$ cat config.mk
export PLATFORM = sky130hd
export DESIGN_NAME = mmu_top
export DESIGN_NICKNAME = d
export VERILOG_FILES = /design/src/logic/csr_pkg.sv /design/src/logic/mmu_pkg.sv /design/src/logic/tlb_search_if.sv /design/src/logic/addr_translate.sv /design/src/logic/mmu_csr_axil.sv /design/src/logic/mmu_top.sv /design/src/logic/tlb.sv
export SDC_FILE = /design/constraint.sdc
export NUM_CORES = 2
export LEC_CHECK = 0
export BUFFER_PORTS_ARGS = -buffer_cell sky130_fd_sc_hd__buf_4
export CORE_MARGIN = 2
export CORE_UTILIZATION = 65
export CTS_BUF_LIST = sky130_fd_sc_hd__clkbuf_4 sky130_fd_sc_hd__clkbuf_8
export DETAILED_ROUTE_END_ITERATION = 8
export GPL_TIMING_DRIVEN = 0
export PLACE_DENSITY_LB_ADDON = 0.08
export SYNTH_ARGS = -nofsm -noshare
export SYNTH_HDL_FRONTEND = slang
export SYNTH_SLANG_ARGS = --single-unit
$ cat constraint.sdc
create_clock -name aclk -period 11.7 [get_ports aclk]
set_clock_uncertainty 0.05 [all_clocks]
set_input_delay 1.17 -clock aclk [delete_from_list [all_inputs] [get_ports aclk]]
set_output_delay 1.17 -clock aclk [all_outputs]
set_load 0.05 [all_outputs]
$ cat src/logic/csr_pkg.sv
package csr_pkg;

    localparam logic [7:0] reg_crmd    = 8'h00;
    localparam logic [7:0] reg_asid    = 8'h04;
    localparam logic [7:0] reg_dmw0    = 8'h08;
    localparam logic [7:0] reg_dmw1    = 8'h0C;
    localparam logic [7:0] reg_tlbidx  = 8'h10;
    localparam logic [7:0] reg_tlbehi  = 8'h14;
    localparam logic [7:0] reg_tlbelo0 = 8'h18;
    localparam logic [7:0] reg_tlbelo1 = 8'h1C;
    localparam logic [7:0] reg_tlbcmd  = 8'h20;

    localparam int crmd_plv_lo = 0;
    localparam int crmd_da     = 3;
    localparam int crmd_pg     = 4;

    // dmw plv enables sit at bits 3:0, indexed by plv
    localparam int dmw_pseg_lo = 25;
    localparam int dmw_vseg_lo = 29;

    localparam int tlbidx_ps_lo = 24;
    localparam int tlbidx_ne    = 31;

    localparam int tlbehi_vppn_lo = 13;

    localparam int tlbelo_v      = 0;
    localparam int tlbelo_d      = 1;
    localparam int tlbelo_plv_lo = 2;
    localparam int tlbelo_mat_lo = 4;
    localparam int tlbelo_g      = 6;
    localparam int tlbelo_ppn_lo = 8;

    localparam int asid_lo = 0;

    localparam int   cmd_bit    = 0;
    localparam int   cmd_op_lo  = 4;
    localparam logic cmd_tlbwr  = 1'b0;
    localparam logic cmd_invtlb = 1'b1;

    localparam logic [1:0] resp_okay   = 2'b00;
    localparam logic [1:0] resp_slverr = 2'b10;

endpackage

$ cat src/logic/mmu_pkg.sv
package mmu_pkg;

    localparam int tlb_num = 16;
    localparam int palen   = 32;

    typedef logic [18:0] vppn_t;
    typedef logic [19:0] ppn_t;
    typedef logic [9:0]  asid_t;
    typedef logic [1:0]  plv_t;
    typedef logic [1:0]  mat_t;
    typedef logic [5:0]  ps_t;

    localparam ps_t ps_4k = 6'd12;
    localparam ps_t ps_4m = 6'd21;

    typedef struct packed {
        ppn_t ppn;
        plv_t plv;
        mat_t mat;
        logic d;
        logic v;
    } tlb_page_t;

    typedef struct packed {
        logic      e;
        vppn_t     vppn;
        ps_t       ps;
        asid_t     asid;
        logic      g;
        tlb_page_t page0;
        tlb_page_t page1;
    } tlb_entry_t;

    // lookup result, index travels separately
    typedef struct packed {
        logic      found;
        ps_t       ps;
        tlb_page_t page;
    } tlb_result_t;

    typedef enum logic [1:0] {
        acc_fetch = 2'd0,
        acc_load  = 2'd1,
        acc_store = 2'd2
    } access_t;

    // bit 5 down to bit 0
    typedef struct packed {
        logic pme;
        logic ppe;
        logic pis;
        logic pil;
        logic pif;
        logic tlbr;
    } tlb_ex_t;

endpackage

$ cat src/logic/tlb_search_if.sv
`timescale 1ns/10ps

interface tlb_search_if
    import mmu_pkg::*;
#(
    parameter int TLBNUM = tlb_num
);
    localparam int idx_w = $clog2(TLBNUM);

    vppn_t            vppn;
    logic             va_bit12;
    asid_t            asid;
    logic             found;
    logic [idx_w-1:0] index;
    ppn_t             ppn;
    ps_t              ps;
    plv_t             plv;
    mat_t             mat;
    logic             d;
    logic             v;

    modport requester (
        output vppn, va_bit12, asid,
        input  found, index, ppn, ps, plv, mat, d, v
    );

    modport tlb (
        input  vppn, va_bit12, asid,
        output found, index, ppn, ps, plv, mat, d, v
    );

endinterface

$ cat src/logic/addr_translate.sv
`timescale 1ns/10ps

module addr_translate
    import mmu_pkg::*;
    import csr_pkg::*;
(
    input  logic             aclk,
    input  logic             arst_n,
    input  logic             req_valid,
    input  logic [31:0]      va,
    input  access_t          access,
    output logic             rsp_valid,
    output logic [palen-1:0] pa,
    output tlb_ex_t          tlb_ex,
    input  logic [31:0]      crmd,
    input  logic [31:0]      asid,
    input  logic [31:0]      dmw0,
    input  logic [31:0]      dmw1,
    tlb_search_if.requester  search
);
    plv_t             cur_plv;
    logic             direct;
    logic             dmw_hit0;
    logic             dmw_hit1;
    logic             mapped;
    logic             valid_hit;
    logic [palen-1:0] pa_d;
    tlb_ex_t          ex_d;

    assign cur_plv  = crmd[crmd_plv_lo +: 2];
    assign direct   = crmd[crmd_da] & ~crmd[crmd_pg];
    assign dmw_hit0 = dmw0[cur_plv] & (dmw0[dmw_vseg_lo +: 3] == va[31:29]);
    assign dmw_hit1 = dmw1[cur_plv] & (dmw1[dmw_vseg_lo +: 3] == va[31:29]);
    assign mapped   = ~direct & ~dmw_hit0 & ~dmw_hit1;

    assign search.vppn     = va[31:13];
    assign search.va_bit12 = va[12];
    assign search.asid     = asid[asid_lo +: 10];

    assign valid_hit = search.found & search.v;

    always_comb begin
        if (direct) begin
            pa_d = va;
        end else if (dmw_hit0) begin
            pa_d = {dmw0[dmw_pseg_lo +: 3], va[28:0]};
        end else if (dmw_hit1) begin
            pa_d = {dmw1[dmw_pseg_lo +: 3], va[28:0]};
        end else if (search.ps == ps_4k) begin
            pa_d = {search.ppn, va[11:0]};
        end else begin
            pa_d = {search.ppn[19:10], va[21:0]};
        end
    end

    // flags only for tlb-mapped addresses
    always_comb begin
        ex_d = '0;
        if (mapped) begin
            ex_d.tlbr = ~search.found;
            if (search.found && !search.v) begin
                case (access)
                    acc_fetch: ex_d.pif = 1'b1;
                    acc_load:  ex_d.pil = 1'b1;
                    default:   ex_d.pis = 1'b1;
                endcase
            end
            ex_d.ppe = valid_hit & (cur_plv > search.plv);
            ex_d.pme = valid_hit & (access == acc_store) & (cur_plv <= search.plv) & ~search.d;
        end
    end

    always_ff @(posedge aclk or negedge arst_n) begin
        if (!arst_n) begin
            rsp_valid <= 1'b0;
        end else begin
            rsp_valid <= req_valid;
        end
    end

    always_ff @(posedge aclk) begin
        if (req_valid) begin
            pa     <= pa_d;
            tlb_ex <= ex_d;
        end
    end

endmodule

$ cat src/logic/mmu_csr_axil.sv
`timescale 1ns/10ps

module mmu_csr_axil
    import mmu_pkg::*;
    import csr_pkg::*;
#(
    parameter int TLBNUM = tlb_num
)
(
    input  logic                      aclk,
    input  logic                      arst_n,
    input  logic [7:0]                s_awaddr,
    input  logic                      s_awvalid,
    output logic                      s_awready,
    input  logic [31:0]               s_wdata,
    input  logic [3:0]                s_wstrb,
    input  logic                      s_wvalid,
    output logic                      s_wready,
    output logic [1:0]                s_bresp,
    output logic                      s_bvalid,
    input  logic                      s_bready,
    input  logic [7:0]                s_araddr,
    input  logic                      s_arvalid,
    output logic                      s_arready,
    output logic [31:0]               s_rdata,
    output logic [1:0]                s_rresp,
    output logic                      s_rvalid,
    input  logic                      s_rready,
    output logic [31:0]               crmd,
    output logic [31:0]               asid,
    output logic [31:0]               dmw0,
    output logic [31:0]               dmw1,
    output logic                      tlb_we,
    output logic [$clog2(TLBNUM)-1:0] tlb_windex,
    output tlb_entry_t                tlb_wentry,
    output logic                      inv_valid,
    output logic [4:0]                inv_op
);
    localparam int idx_w = $clog2(TLBNUM);

    logic [31:0] tlbidx;
    logic [31:0] tlbehi;
    logic [31:0] tlbelo0;
    logic [31:0] tlbelo1;
    logic        wr_fire;
    logic        rd_fire;
    logic        is_cmd;
    logic [31:0] rd_val;
    logic        rd_ok;

    assign wr_fire = s_awvalid & s_awready & s_wvalid & s_wready;
    assign rd_fire = s_arvalid & s_arready;
    assign is_cmd  = wr_fire & (s_awaddr == reg_tlbcmd);

    function automatic logic [31:0] merge(input logic [31:0] old, input logic [31:0] wd,
                                          input logic [3:0] strb);
        logic [31:0] res;
        res = old;
        for (int b = 0; b < 4; b++) begin
            if (strb[b]) begin
                res[8*b +: 8] = wd[8*b +: 8];
            end
        end
        return res;
    endfunction

    function automatic tlb_page_t page_of(input logic [31:0] lo);
        tlb_page_t pg;
        pg.ppn = lo[tlbelo_ppn_lo +: 20];
        pg.plv = lo[tlbelo_plv_lo +: 2];
        pg.mat = lo[tlbelo_mat_lo +: 2];
        pg.d   = lo[tlbelo_d];
        pg.v   = lo[tlbelo_v];
        return pg;
    endfunction

    // write channel, address and data accepted together
    always_ff @(posedge aclk or negedge arst_n) begin
        if (!arst_n) begin
            s_awready <= 1'b0;
            s_wready  <= 1'b0;
            s_bvalid  <= 1'b0;
            s_bresp   <= resp_okay;
            crmd      <= 32'h0000_0008;
            asid      <= '0;
            dmw0      <= '0;
            dmw1      <= '0;
            tlbidx    <= '0;
            tlbehi    <= '0;
            tlbelo0   <= '0;
            tlbelo1   <= '0;
        end else begin
            s_awready <= s_awvalid & s_wvalid & ~s_bvalid & ~s_awready;
            s_wready  <= s_awvalid & s_wvalid & ~s_bvalid & ~s_awready;
            if (s_bvalid && s_bready) begin
                s_bvalid <= 1'b0;
            end
            if (wr_fire) begin
                s_bvalid <= 1'b1;
                s_bresp  <= resp_okay;
                case (s_awaddr)
                    reg_crmd:    crmd    <= merge(crmd, s_wdata, s_wstrb);
                    reg_asid:    asid    <= merge(asid, s_wdata, s_wstrb);
                    reg_dmw0:    dmw0    <= merge(dmw0, s_wdata, s_wstrb);
                    reg_dmw1:    dmw1    <= merge(dmw1, s_wdata, s_wstrb);
                    reg_tlbidx:  tlbidx  <= merge(tlbidx, s_wdata, s_wstrb);
                    reg_tlbehi:  tlbehi  <= merge(tlbehi, s_wdata, s_wstrb);
                    reg_tlbelo0: tlbelo0 <= merge(tlbelo0, s_wdata, s_wstrb);
                    reg_tlbelo1: tlbelo1 <= merge(tlbelo1, s_wdata, s_wstrb);
                    reg_tlbcmd:  ;
                    default:     s_bresp <= resp_slverr;
                endcase
            end
        end
    end

    // command pulses line up with the first bvalid cycle
    always_ff @(posedge aclk or negedge arst_n) begin
        if (!arst_n) begin
            tlb_we    <= 1'b0;
            inv_valid <= 1'b0;
        end else begin
            tlb_we    <= is_cmd & (s_wdata[cmd_bit] == cmd_tlbwr);
            inv_valid <= is_cmd & (s_wdata[cmd_bit] == cmd_invtlb);
        end
    end

    always_ff @(posedge aclk) begin
        if (is_cmd) begin
            inv_op           <= s_wdata[cmd_op_lo +: 5];
            tlb_windex       <= idx_w'(tlbidx % TLBNUM);
            tlb_wentry.e     <= ~tlbidx[tlbidx_ne];
            tlb_wentry.vppn  <= tlbehi[tlbehi_vppn_lo +: 19];
            tlb_wentry.ps    <= tlbidx[tlbidx_ps_lo +: 6];
            tlb_wentry.asid  <= asid[asid_lo +: 10];
            tlb_wentry.g     <= tlbelo0[tlbelo_g] & tlbelo1[tlbelo_g];
            tlb_wentry.page0 <= page_of(tlbelo0);
            tlb_wentry.page1 <= page_of(tlbelo1);
        end
    end

    always_comb begin
        rd_ok = 1'b1;
        case (s_araddr)
            reg_crmd:    rd_val = crmd;
            reg_asid:    rd_val = asid;
            reg_dmw0:    rd_val = dmw0;
            reg_dmw1:    rd_val = dmw1;
            reg_tlbidx:  rd_val = tlbidx;
            reg_tlbehi:  rd_val = tlbehi;
            reg_tlbelo0: rd_val = tlbelo0;
            reg_tlbelo1: rd_val = tlbelo1;
            reg_tlbcmd:  rd_val = '0;
            default: begin
                rd_val = '0;
                rd_ok  = 1'b0;
            end
        endcase
    end

    always_ff @(posedge aclk or negedge arst_n) begin
        if (!arst_n) begin
            s_arready <= 1'b0;
            s_rvalid  <= 1'b0;
        end else begin
            s_arready <= s_arvalid & ~s_rvalid & ~s_arready;
            if (s_rvalid && s_rready) begin
                s_rvalid <= 1'b0;
            end
            if (rd_fire) begin
                s_rvalid <= 1'b1;
            end
        end
    end

    always_ff @(posedge aclk) begin
        if (rd_fire) begin
            s_rdata <= rd_val;
            s_rresp <= rd_ok ? resp_okay : resp_slverr;
        end
    end

endmodule

$ cat src/logic/mmu_top.sv
`timescale 1ns/10ps

module mmu_top
    import mmu_pkg::*;
#(
    parameter int TLBNUM = tlb_num
)
(
    input  logic        aclk,
    input  logic        arst_n,
    input  logic [7:0]  s_awaddr,
    input  logic        s_awvalid,
    output logic        s_awready,
    input  logic [31:0] s_wdata,
    input  logic [3:0]  s_wstrb,
    input  logic        s_wvalid,
    output logic        s_wready,
    output logic [1:0]  s_bresp,
    output logic        s_bvalid,
    input  logic        s_bready,
    input  logic [7:0]  s_araddr,
    input  logic        s_arvalid,
    output logic        s_arready,
    output logic [31:0] s_rdata,
    output logic [1:0]  s_rresp,
    output logic        s_rvalid,
    input  logic        s_rready,
    input  logic        fetch_req_valid,
    input  logic [31:0] fetch_va,
    output logic        fetch_rsp_valid,
    output logic [31:0] fetch_pa,
    output tlb_ex_t     fetch_ex,
    input  logic        data_req_valid,
    input  logic [31:0] data_va,
    input  logic        data_is_store,
    output logic        data_rsp_valid,
    output logic [31:0] data_pa,
    output tlb_ex_t     data_ex
);
    logic [31:0]               crmd;
    logic [31:0]               asid;
    logic [31:0]               dmw0;
    logic [31:0]               dmw1;
    logic                      tlb_we;
    logic [$clog2(TLBNUM)-1:0] tlb_windex;
    tlb_entry_t                tlb_wentry;
    logic                      inv_valid;
    logic [4:0]                inv_op;

    tlb_search_if #(.TLBNUM(TLBNUM)) fetch_search ();
    tlb_search_if #(.TLBNUM(TLBNUM)) data_search ();

    mmu_csr_axil #(.TLBNUM(TLBNUM)) u_csr (
        .aclk       (aclk),
        .arst_n     (arst_n),
        .s_awaddr   (s_awaddr),
        .s_awvalid  (s_awvalid),
        .s_awready  (s_awready),
        .s_wdata    (s_wdata),
        .s_wstrb    (s_wstrb),
        .s_wvalid   (s_wvalid),
        .s_wready   (s_wready),
        .s_bresp    (s_bresp),
        .s_bvalid   (s_bvalid),
        .s_bready   (s_bready),
        .s_araddr   (s_araddr),
        .s_arvalid  (s_arvalid),
        .s_arready  (s_arready),
        .s_rdata    (s_rdata),
        .s_rresp    (s_rresp),
        .s_rvalid   (s_rvalid),
        .s_rready   (s_rready),
        .crmd       (crmd),
        .asid       (asid),
        .dmw0       (dmw0),
        .dmw1       (dmw1),
        .tlb_we     (tlb_we),
        .tlb_windex (tlb_windex),
        .tlb_wentry (tlb_wentry),
        .inv_valid  (inv_valid),
        .inv_op     (inv_op)
    );

    tlb #(.TLBNUM(TLBNUM)) u_tlb (
        .aclk       (aclk),
        .arst_n     (arst_n),
        .s0         (fetch_search.tlb),
        .s1         (data_search.tlb),
        .tlb_we     (tlb_we),
        .tlb_windex (tlb_windex),
        .tlb_wentry (tlb_wentry),
        .inv_valid  (inv_valid),
        .inv_op     (inv_op)
    );

    addr_translate u_fetch_xlate (
        .aclk      (aclk),
        .arst_n    (arst_n),
        .req_valid (fetch_req_valid),
        .va        (fetch_va),
        .access    (acc_fetch),
        .rsp_valid (fetch_rsp_valid),
        .pa        (fetch_pa),
        .tlb_ex    (fetch_ex),
        .crmd      (crmd),
        .asid      (asid),
        .dmw0      (dmw0),
        .dmw1      (dmw1),
        .search    (fetch_search.requester)
    );

    addr_translate u_data_xlate (
        .aclk      (aclk),
        .arst_n    (arst_n),
        .req_valid (data_req_valid),
        .va        (data_va),
        .access    (data_is_store ? acc_store : acc_load),
        .rsp_valid (data_rsp_valid),
        .pa        (data_pa),
        .tlb_ex    (data_ex),
        .crmd      (crmd),
        .asid      (asid),
        .dmw0      (dmw0),
        .dmw1      (dmw1),
        .search    (data_search.requester)
    );

endmodule

$ cat src/logic/tlb.sv
`timescale 1ns/10ps

module tlb
    import mmu_pkg::*;
#(
    parameter int TLBNUM = tlb_num
)
(
    input  logic                      aclk,
    input  logic                      arst_n,
    tlb_search_if.tlb                 s0,
    tlb_search_if.tlb                 s1,
    input  logic                      tlb_we,
    input  logic [$clog2(TLBNUM)-1:0] tlb_windex,
    input  tlb_entry_t                tlb_wentry,
    input  logic                      inv_valid,
    input  logic [4:0]                inv_op
);
    localparam int idx_w = $clog2(TLBNUM);

    tlb_entry_t       mem [TLBNUM];
    logic [TLBNUM-1:0] tlb_e;
    tlb_result_t      s0_res;
    tlb_result_t      s1_res;
    logic [idx_w-1:0] s0_idx;
    logic [idx_w-1:0] s1_idx;

    function automatic tlb_result_t lookup(input vppn_t vppn, input logic va_bit12,
                                           input asid_t asid, output logic [idx_w-1:0] idx);
        tlb_result_t res;
        logic        hit;
        logic        odd;
        res = '0;
        idx = '0;
        for (int i = 0; i < TLBNUM; i++) begin
            hit = tlb_e[i] && (mem[i].g || mem[i].asid == asid) &&
                  ((mem[i].ps == ps_4m) ? (mem[i].vppn[18:9] == vppn[18:9])
                                        : (mem[i].vppn == vppn));
            if (hit && !res.found) begin
                // 4M pages pick the half by vppn bit 8
                odd       = (mem[i].ps == ps_4m) ? vppn[8] : va_bit12;
                res.found = 1'b1;
                res.ps    = mem[i].ps;
                res.page  = odd ? mem[i].page1 : mem[i].page0;
                idx       = idx_w'(i);
            end
        end
        return res;
    endfunction

    always_comb begin
        s0_res = lookup(s0.vppn, s0.va_bit12, s0.asid, s0_idx);
        s1_res = lookup(s1.vppn, s1.va_bit12, s1.asid, s1_idx);
    end

    assign s0.found = s0_res.found;
    assign s0.index = s0_idx;
    assign s0.ppn   = s0_res.page.ppn;
    assign s0.ps    = s0_res.ps;
    assign s0.plv   = s0_res.page.plv;
    assign s0.mat   = s0_res.page.mat;
    assign s0.d     = s0_res.page.d;
    assign s0.v     = s0_res.page.v;

    assign s1.found = s1_res.found;
    assign s1.index = s1_idx;
    assign s1.ppn   = s1_res.page.ppn;
    assign s1.ps    = s1_res.ps;
    assign s1.plv   = s1_res.page.plv;
    assign s1.mat   = s1_res.page.mat;
    assign s1.d     = s1_res.page.d;
    assign s1.v     = s1_res.page.v;

    always_ff @(posedge aclk) begin
        if (tlb_we) begin
            mem[tlb_windex] <= tlb_wentry;
        end
    end

    always_ff @(posedge aclk or negedge arst_n) begin
        if (!arst_n) begin
            tlb_e <= '0;
        end else begin
            if (tlb_we) begin
                tlb_e[tlb_windex] <= tlb_wentry.e;
            end
            if (inv_valid) begin
                for (int i = 0; i < TLBNUM; i++) begin
                    case (inv_op)
                        5'd0, 5'd1: tlb_e[i] <= 1'b0;
                        5'd2:       if (mem[i].g) tlb_e[i] <= 1'b0;
                        5'd3:       if (!mem[i].g) tlb_e[i] <= 1'b0;
                        default:    ;
                    endcase
                end
            end
        end
    end

endmodule

Word level (Yosys, flattened, before mapping)
Memories as Yosys holds them, arrays and structs flattened. Index checks and enable logic that the tools add are counted.

Magnitude comparators: 6. Divide/modulo/power cells: 0. Eq/ne operators: 123. Reductions and logical operators: 174. Multiplexer cells: 208. Shift operators: 0. Add/sub/neg operators: 0. Bitwise operators: 44. $mul: 0.

Operators by type and width (number): 33-bit 2-to-1 mux (32); 26-bit 2-to-1 mux (32); 19-bit == test (32); 10-bit == test (48); 32-bit one-hot mux with 8 select lines (1); 32-bit 2-to-1 mux (6); 1-bit 2-to-1 mux (110); 6-bit by 5-bit == test with 1-bit output, second input constant (16); 3-bit AND reduction (32); 1-bit logical AND (83); 8-bit by 5-bit == test with 1-bit output, second input constant (8); 1-bit one-hot mux with 3 select lines (16); 22-bit 2-to-1 mux (2); 8-bit by 4-bit == test with 1-bit output, second input constant (4); 1-bit zero test (32); 16-bit 2-to-1 mux (2); 1-bit AND (29); 9-bit OR reduction (2); 16-bit bitwise mux (1); 8-bit by 3-bit == test with 1-bit output, second input constant (2); 8-bit by 6-bit == test with 1-bit output, second input constant (2); 8-bit zero test (2); 1-bit logical OR (16); 1-bit NOT (15); other kinds (19) (30).

Input port bits: 126. Register bits after elaboration: 490. Output and inout bits: 119. Word-level logic and storage cells: 631. Bits in latches: 0. Memories kept: 1. RAM bits: 1424. Memory bits (read-only): 0.

Memories: u_tlb.mem (depth 16, width 89, read ports 16, clocked after Yosys merged registers in 0, wr ports 1, RTL line tlb.sv:21) `tlb_entry_t mem [TLBNUM];`.

Logic depth before layout (Yosys ltp)
An unclocked memory read counts as a cell.

Depth after elaboration: 56. Gate-level depth with buffers: 23. Depth with buffers taken out: 19.

Modules after synthesis
Synthesis repeated with hierarchy kept, for this count alone.

Cell total of the unflattened synthesis: 6592. Area total of the unflattened synthesis: 92163.4 µm².

By module, submodules not included: tlb (cells an instance 5285, area each 71850.2 µm², instances 1); mmu_csr_axil (cells an instance 1035, area each 16196.8 µm², instances 1); addr_translate (cells an instance 135, area each 2054.5 µm², instances 2); mmu_top (cells an instance 2, area each 7.5 µm², instances 1).

Worst setup path before layout
OpenSTA, ideal clock, no wires.

Kind: input port to flip-flop. Start: in s_awaddr[1]. End: reg u_csr.inv_op[0], enable pin. Library setup time: 0.666 ns. Setup slack: 2.793 ns. Stages: 3. Path buffers: 1. Arrival: 8.191 ns. Required time: 10.984 ns. Cell sequence: or3_1 > clkbuf_1 > nor3_1.

Cells in the longest elaborated chain, start to end: 2.

RTL lines: start: declaration (RTL line mmu_top.sv:11) `input logic [7:0] s_awaddr,`; 8-bit by 6-bit == test with 1-bit output (RTL line mmu_csr_axil.sv:53) `assign is_cmd = wr_fire & (s_awaddr == reg_tlbcmd);`; 1-bit AND (RTL line mmu_csr_axil.sv:53); net u_csr.is_cmd (RTL line mmu_csr_axil.sv:47) `logic is_cmd;`; end signal: assignment (RTL line mmu_csr_axil.sv:130) `inv_op <= s_wdata[cmd_op_lo +: 5];`; end: declaration (RTL line mmu_csr_axil.sv:37) `output logic [4:0] inv_op`.

The timed path passes the listed nets, and every way through them passes these cells. A chain may end at the register's enable or synchronous reset.

Worst setup path after layout
Start: in data_va[21]. End: reg u_data_xlate.tlb_ex[5] (netlist name), data pin.

Cells in the longest elaborated chain, start to end: 53.

RTL lines: start: declaration (RTL line mmu_top.sv:34) `input logic [31:0] data_va,`; 19-bit == test (RTL line tlb.sv:38) `: (mem[i].vppn == vppn));`; 1-bit 2-to-1 mux (RTL line tlb.sv:37) `((mem[i].ps == ps_4m) ? (mem[i].vppn[18:9] == vppn[18:9])`; 1-bit logical AND (RTL line tlb.sv:36) `hit = tlb_e[i] && (mem[i].g || mem[i].asid == asid) &&`; 33-bit 2-to-1 mux (RTL line tlb.sv:39) `if (hit && !res.found) begin`; 1-bit zero test (RTL line tlb.sv:39); 1-bit logical AND (RTL line tlb.sv:39); 33-bit 2-to-1 mux (RTL line tlb.sv:39); 1-bit zero test (RTL line tlb.sv:39); [36 not listed]; 1-bit logical AND (RTL line tlb.sv:39); 33-bit 2-to-1 mux (RTL line tlb.sv:39); 1-bit zero test (RTL line tlb.sv:39); 1-bit logical AND (RTL line tlb.sv:39); 33-bit 2-to-1 mux * (RTL line tlb.sv:39); 1-bit AND (RTL line addr_translate.sv:40) `assign valid_hit = search.found & search.v;`; 1-bit AND (2 in a row) (RTL line addr_translate.sv:69) `ex_d.pme = valid_hit & (access == acc_store) & (cur_plv <= search.plv) & ~search.d;`; 1-bit AND * (RTL line addr_translate.sv:69); end signal: assignment (RTL line addr_translate.sv:84) `tlb_ex <= ex_d;`; end: declaration (RTL line addr_translate.sv:14) `output tlb_ex_t tlb_ex,`.

Mark *: on every way between the ends. The rest lies on a longest branch, timed or not.

==> impl_metrics.env <==
export IMPL_ys_ff_latch=1824
export IMPL_dp_hpwl_mm=230
export IMPL_drt_initial_drc_count=11000
export IMPL_hold_viol_final=0
export IMPL_vias_per_cell=7.18
export IMPL_rows=133
export IMPL_yosys_area_share_simple_pct=7.24
export IMPL_end_kind="register"
export IMPL_tns_ps=0
export IMPL_crit_type="in2reg"
export IMPL_place_gp_congestion=1.04
export IMPL_cts_sinks=1824
export IMPL_worst_skew_pair_late_latency_ps=1020
export IMPL_top_layer="met5"
export IMPL_synth_area_leaders="edfxtp_1 54%, dfrtp_1 8.1%, mux2i_1 7.0%, mux2_2 5.9%, xnor2_1 5.2%"
export IMPL_cts_inserted_buffers=311
export IMPL_dieHeight_um=368
export IMPL_synth_common_cells="1543 x edfxtp_1, 601 x mux2i_1, 511 x xnor2_1"
export IMPL_cts_hold_buf=1
export IMPL_yosys_area_top_type="edfxtp_1"
export IMPL_crit_required_ps=12310
export IMPL_rsz0062_at_grt="false"
export IMPL_cts_tree="built"
export IMPL_violations="max-capacitance violations, max-slew violations"
export IMPL_drcViolationCount=0
export IMPL_synth_seq_area_share_pct=62.0
export IMPL_synth_area_um2=86100
export IMPL_hp_start="fetch_va[9]"
export IMPL_synth_most_common_cell="edfxtp_1"
export IMPL_ys_flop_type="edfxtp_1"
export IMPL_ctsResizeCount=0
export IMPL_synth_top_family_by_area="multiplexers"
export IMPL_r2r_start="u_tlb.mem[1][64]"
export IMPL_postRouteAntennaNets=0
export IMPL_pin_count=245
export IMPL_grt_use_total_pct=46.3
export IMPL_period_share_pct=95.6
export IMPL_muxShareOfSynthArea_pct=13.0
export IMPL_grt_start_max_net_pins=116
export IMPL_cp_max_fo=10
export IMPL_setup_ws_ps=517
export IMPL_dieArea_um2=135000
export IMPL_met2WireLength_mm=138
export IMPL_core_area_um2=131000
export IMPL_grt_pass1_vias=60500
export IMPL_ys_warnings_count=0
export IMPL_dp_slack_ps=329
export IMPL_crit_start="data_va[21]"
export IMPL_portBuffers=197
export IMPL_dieWidth_um=368
export IMPL_fin_crit_ps=11180
export IMPL_fmax_mhz=89.4
export IMPL_hold_class="in2reg"
export IMPL_synth_cells=6146
export IMPL_wl_met1_mm=112
export IMPL_root_buffer="clkbuf_8"
export IMPL_synth_compound_area_share_pct=7.76
export IMPL_post_synth_top_area_fraction_pct=53.8
export IMPL_num_vias=62800
export IMPL_postCtsSetupBuffers=0
export IMPL_worstPathArrival_ps=11790
export IMPL_h_tree_depth=5
export IMPL_synth_distinct_cells=96
export IMPL_start_util_pct=65.5
export IMPL_cp_slowest_cell="o21ai_0"
export IMPL_clk_pin_slew_ps=60
export IMPL_drt_total_wl_mm=318
export IMPL_synth_fa_ha_area_share_pct=0.0581
export IMPL_maxCapViolCount=6
export IMPL_leakage_nw=36.5
export IMPL_synth_xor_area_share_pct=8.10
export IMPL_synth_edf_count=1543
export IMPL_grt_pass1_wl_mm=441
export IMPL_antenna_found_initial=14
export IMPL_slew_viol_final=26
export IMPL_ir_drop_uv=197
export IMPL_max_slew_margin_rel_pct=-23.9
export IMPL_async_flop_share_pct=15.4
export IMPL_p_per_area_nw_per_um2=137
export IMPL_status="finished with violations"
export IMPL_first_pass_iters=7
export IMPL_cts_buffer_depth=4
export IMPL_nets=6886
export IMPL_route_met3_wl_mm=42.8
export IMPL_overflow=0
export IMPL_area_delta_synth_final_pct=13.1
export IMPL_avgSynthCellArea_um2=14.0
export IMPL_cp_start_kind="primary input"
export IMPL_cp_cell_sequence="buf_2, buf_2, clkbuf_1, mux2i_1, clkbuf_1, clkbuf_1, mux2i_1, nor3_1, a21oi_1, o221ai_1, a2111oi_0, a221oi_1, o31ai_1, a31o_2, ha_1, nor2b_1, o21ai_0, o21ai_0, a21oi_1, o211ai_1, nor4_2"
export IMPL_fillCellCount=8426
export IMPL_worst_path_largest_cell_delay_ps=1370
export IMPL_worst_pin_slew_ps=1840
export IMPL_routedWlPerCell_um=36.4
export IMPL_finalSetupViolCount=0
export IMPL_drive_above_1_share_pct=20.4
export IMPL_crit_top_cell="clkbuf_1"
## cells in the final DEF, fill, tap and decap left out, drive strengths merged, types with 15 or more instances in the layout
cell type  Yosys  final
buf          140    429
a211oi        27     27
and2          21     21
o41ai         16     16
o22ai        100    100
a221oi        44     44
dfrtp        280    280
or3           35     35
o31ai         23     23
o21ai         97     97
nor3         120    120
nor2b         31     31
clkbuf       189    646
mux2         454    454
o221ai        78     78
nand2b        17     17
nand3        124    124
nor2         204    204
xnor2        511    511
a222oi        17     17
edfxtp      1543   1543
mux2i        601    601
o2111ai       16     16
a21o          15     15
o211ai        26     26
or4           15     15
inv           41     41
nand4        154    154
a31oi         25     25
nand3b        22     22
xor2         285    285
nand2        243    243
and3          19     19
clkinv         1     62
nor4         106    106
a21oi        137    137
a22oi        144    144
## through the flow
stage	instances	total power, mW	util, %	area (um^2)	hold WS, ps
global route	8723	13.5	74.0	97300	252
detailed placement	8193	7.76	69.5	91300	383
CTS	8718	13.2	74.0	97200	217
floorplan	6151	7.52	-	86100	376
global placement	8103	7.75	68.3	89800	382
finish	8736	13.3	74.0	97300	263
## worst max-delay path, delay by kind of cell
family	cells	cell delay, ps
AO/OA/AOI/OAI	10	4950
adder cells (fa/ha/maj)	1	230
buffers and inverters	5	2780
multiplexers	2	1520
AND/OR/NAND/NOR	3	1080
## final timing paths
path | slack, ps | endpoint | cells past startpoint
worst max register to register | 710 | u_data_xlate.tlb_ex[5] | 20
worst max-delay path | 520 | u_data_xlate.tlb_ex[5] | 21
worst min register to register | 400 | u_csr.s_arready | 1
min in group asynchronous | 580 | u_csr.tlbelo0[15] | 2
worst min-delay path | 260 | u_fetch_xlate.pa[9] | 1
max in group asynchronous | 9450 | u_tlb.tlb_e[11] | 4
## cell families (layout without fill, tap and decap cells)
group,after synthesis,count (layout)
AND/OR/NAND/NOR,1177,1177
flip-flops,1824,1824
AO/OA/AOI/OAI,916,916
other,1,20
XOR/XNOR,796,796
adder cells (fa/ha/maj),4,4
multiplexers,1057,1057
buffers and inverters,371,1187
## power by group
group	internal [mW]	switching (mW)	total, mW
Sequential	6.99	0.0136	7.01
Combinational	0.217	0.424	0.641
Clock	3.08	2.57	5.65
Total	10.3	3.00	13.3
## sequential cells by signal, indices dropped and copies added (netlist names), 32 cells and up
signal and count:
u_tlb.mem 1344, u_fetch_xlate.pa 32, u_csr.dmw1 32, u_csr.tlb_wentry 85, u_csr.crmd 32, u_csr.tlbelo0 32, u_data_xlate.pa 32, u_csr.s_rdata 32
u_csr.asid 32, u_csr.tlbelo1 32, u_csr.dmw0 32, u_csr.tlbidx 32, u_csr.tlbehi 32
## routing by layer
| layer | GRT usage (%) | vias up |
|---|---|---|
| met4 | 29.5 | 10 |
| met3 | 11.1 | 1148 |
| li1 | - | 25100 |
| met5 | 0 | - |
| met1 | 61.9 | 30900 |
| met2 | 68.5 | 5565 |
## final cells by class
cell class	count	area, um^2	share of cell area [%]
Tap cell	1755	2200	2.26
Buffer	329	1440	1.48
Clock inverter	69	424	0.436
Multi-Input combinational cell	3956	31400	32.2
Sequential cell	1824	53400	54.8
Timing Repair Buffer	292	2860	2.94
Antenna cell	14	35.0	0.0360
Clock buffer	455	5470	5.62
Inverter	42	158	0.162
No activity file was read; power rests on OpenSTA's default activity.
